<file path="src/source/spi_bridge_cfg.svh">
// ------------------------------------------------------------------
// Build configuration of the multi-lane SPI slave bridge.
// Include this header wherever lane count, word width or credit
// depth are needed; the package pulls it in for its types.
// ------------------------------------------------------------------

`ifndef SPI_BRIDGE_CFG_SVH
`define SPI_BRIDGE_CFG_SVH

// Number of SPI slave lanes (2, 4 or 8)
`define SPI_LANES 4

// SPI word width in bits (8, 16 or 32)
`define SPI_WORD_W 8

// Credits per link, also the depth of every credit FIFO
`define SPI_CREDITS 2

`endif

</file>
<file path="src/source/spi_bridge_pkg.sv">
// ------------------------------------------------------------------
// Shared types of the SPI bridge. Host words carry the lane number
// next to the SPI word on both host streams.
// Refer to the types as spi_bridge_pkg::name.
// ------------------------------------------------------------------

package spi_bridge_pkg;

`include "spi_bridge_cfg.svh"

    // Lane index, sized from the lane count
    typedef logic [$clog2(`SPI_LANES)-1:0] lane_t;

    // One SPI word
    typedef logic [`SPI_WORD_W-1:0] word_t;

    // Host side word, lane tag in the upper bits
    typedef struct packed {
        lane_t lane;
        word_t data;
    } host_word_t;

endpackage

</file>
<file path="src/source/tx_dispatch.sv">
// ------------------------------------------------------------------
// Transmit dispatcher. Routes host words to lanes by their lane
// tag and tracks one credit counter per lane. A word for a lane
// without credit waits in the holding register.
// ------------------------------------------------------------------

`include "spi_bridge_cfg.svh"

module tx_dispatch (
    input  logic                       aclk,
    input  logic                       SS_s,
    input  logic                       tx_valid,
    input  spi_bridge_pkg::host_word_t tx_word,
    output logic                       tx_credit,
    output logic [`SPI_LANES-1:0]      lane_tx_valid,
    output spi_bridge_pkg::word_t      lane_tx_data,
    input  logic [`SPI_LANES-1:0]      lane_tx_credit
);

    localparam int LANES   = `SPI_LANES;
    localparam int CREDITS = `SPI_CREDITS;
    localparam int CW      = $clog2(CREDITS + 1);

    logic [CW-1:0]              lane_credits [LANES];
    spi_bridge_pkg::host_word_t hold;
    spi_bridge_pkg::host_word_t sel;
    logic                       pend;
    logic                       fwd;
    logic [LANES-1:0]           spend;

    // Held word has priority over the host input
    always_comb begin
        sel   = pend ? hold : tx_word;
        fwd   = (pend || tx_valid) && (lane_credits[sel.lane] != '0);
        spend = '0;
        if (fwd) begin
            spend[sel.lane] = 1'b1;
        end
    end

    always_ff @(posedge aclk) begin
        if (tx_valid && (!pend || fwd)) begin
            hold <= tx_word;
        end
        if (fwd) begin
            lane_tx_data <= sel.data;
        end
    end

    always_ff @(posedge aclk or posedge SS_s) begin
        if (SS_s) begin
            pend          <= 1'b0;
            tx_credit     <= 1'b0;
            lane_tx_valid <= '0;
            for (int k = 0; k < LANES; k++) begin
                lane_credits[k] <= CW'(CREDITS);
            end
        end else begin
            pend          <= pend ? (!fwd || tx_valid) : (tx_valid && !fwd);
            // Host credit goes back with each forwarded word
            tx_credit     <= fwd;
            lane_tx_valid <= spend;
            for (int k = 0; k < LANES; k++) begin
                case ({spend[k], lane_tx_credit[k]})
                    2'b10:   lane_credits[k] <= lane_credits[k] - 1'b1;
                    2'b01:   lane_credits[k] <= lane_credits[k] + 1'b1;
                    default: lane_credits[k] <= lane_credits[k];
                endcase
            end
        end
    end

endmodule

</file>
<file path="config.mk">
export PLATFORM = sky130hd
export DESIGN_NAME = tx_dispatch
export DESIGN_NICKNAME = d
export VERILOG_FILES = /design/src/source/spi_bridge_pkg.sv /design/src/source/tx_dispatch.sv
export VERILOG_INCLUDE_DIRS = /design/src /design/src/source
export SDC_FILE = /design/constraint.sdc
export NUM_CORES = 1
export LEC_CHECK = 0
export BUFFER_PORTS_ARGS = -buffer_cell sky130_fd_sc_hd__buf_2
export CAP_MARGIN = 20
export CELL_PAD_IN_SITES_DETAIL_PLACEMENT = 0
export CELL_PAD_IN_SITES_GLOBAL_PLACEMENT = 1
export CORE_MARGIN = 2
export CORE_UTILIZATION = 30
export DETAILED_ROUTE_END_ITERATION = 16
export GPL_ROUTABILITY_DRIVEN = 0
export GPL_TIMING_DRIVEN = 0
export PLACE_DENSITY = 0.66
export SLEW_MARGIN = 25
export SYNTH_ARGS = -nofsm -noshare
export SYNTH_HDL_FRONTEND = slang
export SYNTH_SLANG_ARGS = --single-unit
</file>
<file path="constraint.sdc">
create_clock -name aclk -period 4.8 [get_ports aclk]
set_input_delay 0.72 -clock aclk [delete_from_list [all_inputs] [get_ports aclk]]
set_output_delay 0.72 -clock aclk [all_outputs]
set_load 0.005 [all_outputs]
</file>
==> results.cfg <==
[status]
status = completed

[drt]
drtIter0Drc = 21
drt_wl_total_microns = 2390
via_per_inst = 4.57
drtAntennaViolNets = 0
drc_errors = 0
via_count = 823
route.detailed.wl_per_inst_microns = 13.3
firstDrtPassIters = 4

[pwr]
pwr_density_cell_nw_per_um2 = 564
p_leak_nw = 0.692
vdd.ir_drop.worst_mv = 0.260

[setup_path]
crit_path_cell_trace = mux2i_1 > mux2_4 > or2_1 > a21oi_1
rr_endpoint = lane_tx_data[7]$_DFFE_PP_
startpoint_type = flip-flop
r2r_start = pend$_DFF_PP0_
r2r_setup_slack_ns = 2.09
crit_path_start = pend$_DFF_PP0_
slowest_delay_ns = 0.68
reg2reg_depth = 4
path_class = reg2reg
critPathMaxFanout = 9
required_ns = 4.70
slowest_stage = a21oi_1
worstPathArrival_ns = 2.61
critPathCapture = lane_tx_data[7]$_DFFE_PP_
cp-end-kind = flip-flop

[sta]
fin_tns_setup_ns = 0
period_share = 0.564
period_minus_slack_ns = 2.71
rsz0062_at_grt = no
fmax_mhz = 369
hold_viol = 0
fin_worst_skew_ns = 0.00194
finalMaxSlewViolations = 0
timing.hold.ws_ns = 0.486
timing.slew.headroom = 0.419
setup_violations = 0
worstMarginPinSlew_ns = 0.871

[synthesis]
synth_nets = 112
synth-seq-cells = 32
synth_area_per_cell_sq_um = 14.7
synth_top_area_share = 0.404
syn_area_sq_um = 1340
yosysUniqueCellTypes = 24
ys.flop_type = edfxtp_1
synth-seq-area-share = 0.670
synth.area.top_cells = edfxtp_1 40%, dfrtp_1 19%, dfstp_2 7.9%
synth.most_common_cell = edfxtp_1
synthCells = 91
yosysWarnings = 0
synth_common_cells = 18 x edfxtp_1, 10 x dfrtp_1, 10 x nor2_1, 8 x mux2_2, 8 x xor2_1
async_flop_share = 0.438
yosysTopAreaCell = edfxtp_1
synth-edff-count = 18

[clocking]
ctsResizeCount = 0
cts_buffer_depth = 2
hold_buffers = 0
numCtsBuffers = 5
cts_setup_buffers = 0
clock_latency_ns = 0.27
clkTransAtPathRegs_ns = 0.06
cts_max_level = 2
root_buffer = clkbuf_8
cts.sinks = 32
tritoncts = done

[hold_path]
hold_class = in2async

[grt]
antenna_found_initial = 0
grt_overflow = 0
grt_pass1_vias = 859
grt_use_total = 0.106
grt_max_degree = 15
grt_pass1_wl_microns = 4000

[layout]
diodes = 0
drive_gt1_frac = 0.383
syn2layout_area_growth_pct = 21.7
nNetsFinal = 148

[floorplanning]
core_sq_um = 4320
rows = 24
start_util = 0.309
die_y_microns = 70.7
die_x_microns = 70.7
dieArea_sq_um = 5000
pin_count = 30

[placement]
io_buffers = 29
post-dp-hpwl_microns = 1760

[job]
drv_cap = 0
## kinds of logic (layout without fill, tap and decap cells)
kind of cell    count (synthesis)  after routing  share of synthesized area
flops                          32             32                      0.670
buf+inv                         5             42                     0.0140
compound gates                  7              7                     0.0356
xor+xnor                       12             12                     0.0787
simple gates                   20             20                     0.0702
fa+ha+maj                       4              4                     0.0375
mux                            11             11                     0.0936
## critical path, delay by kind of cell, from the launching register on
family	cells	cell delay [ns]
multiplexers	2	0.95
AO/OA/AOI/OAI	1	0.68
flip-flops	1	0.45
AND/OR/NAND/NOR	1	0.25
## per-stage QoR
| step | utilization | instance area, sq um | total power, mW | std cells | setup slack, ns |
|---|---|---|---|---|---|
| final | 0.376 | 1630 | 0.917 | 180 | 2.09 |
| after global routing | 0.376 | 1630 | 0.987 | 180 | 1.80 |
| after CTS | 0.376 | 1630 | 0.932 | 180 | 2.02 |
| after detailed placement | 0.358 | 1550 | 0.740 | 172 | 1.74 |
| after global placement | 0.358 | 1550 | 0.727 | 172 | 1.77 |
| after floorplan | - | 1340 | 0.644 | 91 | 2.18 |
## cells in the final DEF, fill, tap and decap left out
cell type,count
inv_1,3
or3_1,3
clkbuf_1,3
nand2_1,1
or2_1,2
a31oi_1,1
clkinv_1,1
o311a_1,1
edfxtp_1,18
o21ai_0,1
ha_1,4
nor2_1,10
mux2_4,1
mux2i_1,2
clkbuf_8,5
o221a_2,1
nor2b_1,1
mux2_2,8
buf_2,29
xnor2_1,4
xor2_1,8
a21oi_1,3
nor3_1,2
dfstp_2,4
nand3_1,1
inv_2,1
dfrtp_1,10
## flip-flops by register name, summed over array words and instances, names as in the netlist
register	count
tx_credit	1
lane_tx_valid	4
pend	1
hold	10
lane_credits	8
lane_tx_data	8
## worst min-delay path by stage
stage / from / to
6_report: SS_s / lane_credits[4]$_DFFE_PP0P_
5_1_grt: SS_s / lane_credits[4]$_DFFE_PP0P_
4_1_cts: SS_s / lane_credits[4]$_DFFE_PP0P_
3_5_place_dp: lane_credits[4]$_DFFE_PP0P_ / lane_credits[4]$_DFFE_PP0P_
3_3_place_gp: lane_credits[0]$_DFFE_PP0P_ / lane_credits[0]$_DFFE_PP0P_
2_1_floorplan: lane_credits[0]$_DFFE_PP0P_ / lane_credits[0]$_DFFE_PP0P_
## power by group
part           switching (mW)  internal, mW
clock network          0.0866         0.101
registers              0.0494         0.411
logic                   0.138         0.131
## cell type report
cell class	count	area [sq um]
fill	446	2700
sequential	32	896
multi-input combinational	54	422
timing repair buffer	29	145
clock buffer	7	76.3
tap	52	65.1
inverter	4	15.0
clock inverter	1	3.75
buffer	1	3.75
## layer usage
layer	share of wire	GRT usage	up-vias
met1	0.42	0.123	397
met5	0	0	-
met2	0.49	0.169	24
met4	0.021	0.0566	0
met3	0.060	0.0399	6
li1	-	-	396
No activity file was read; power rests on OpenSTA's default activity.
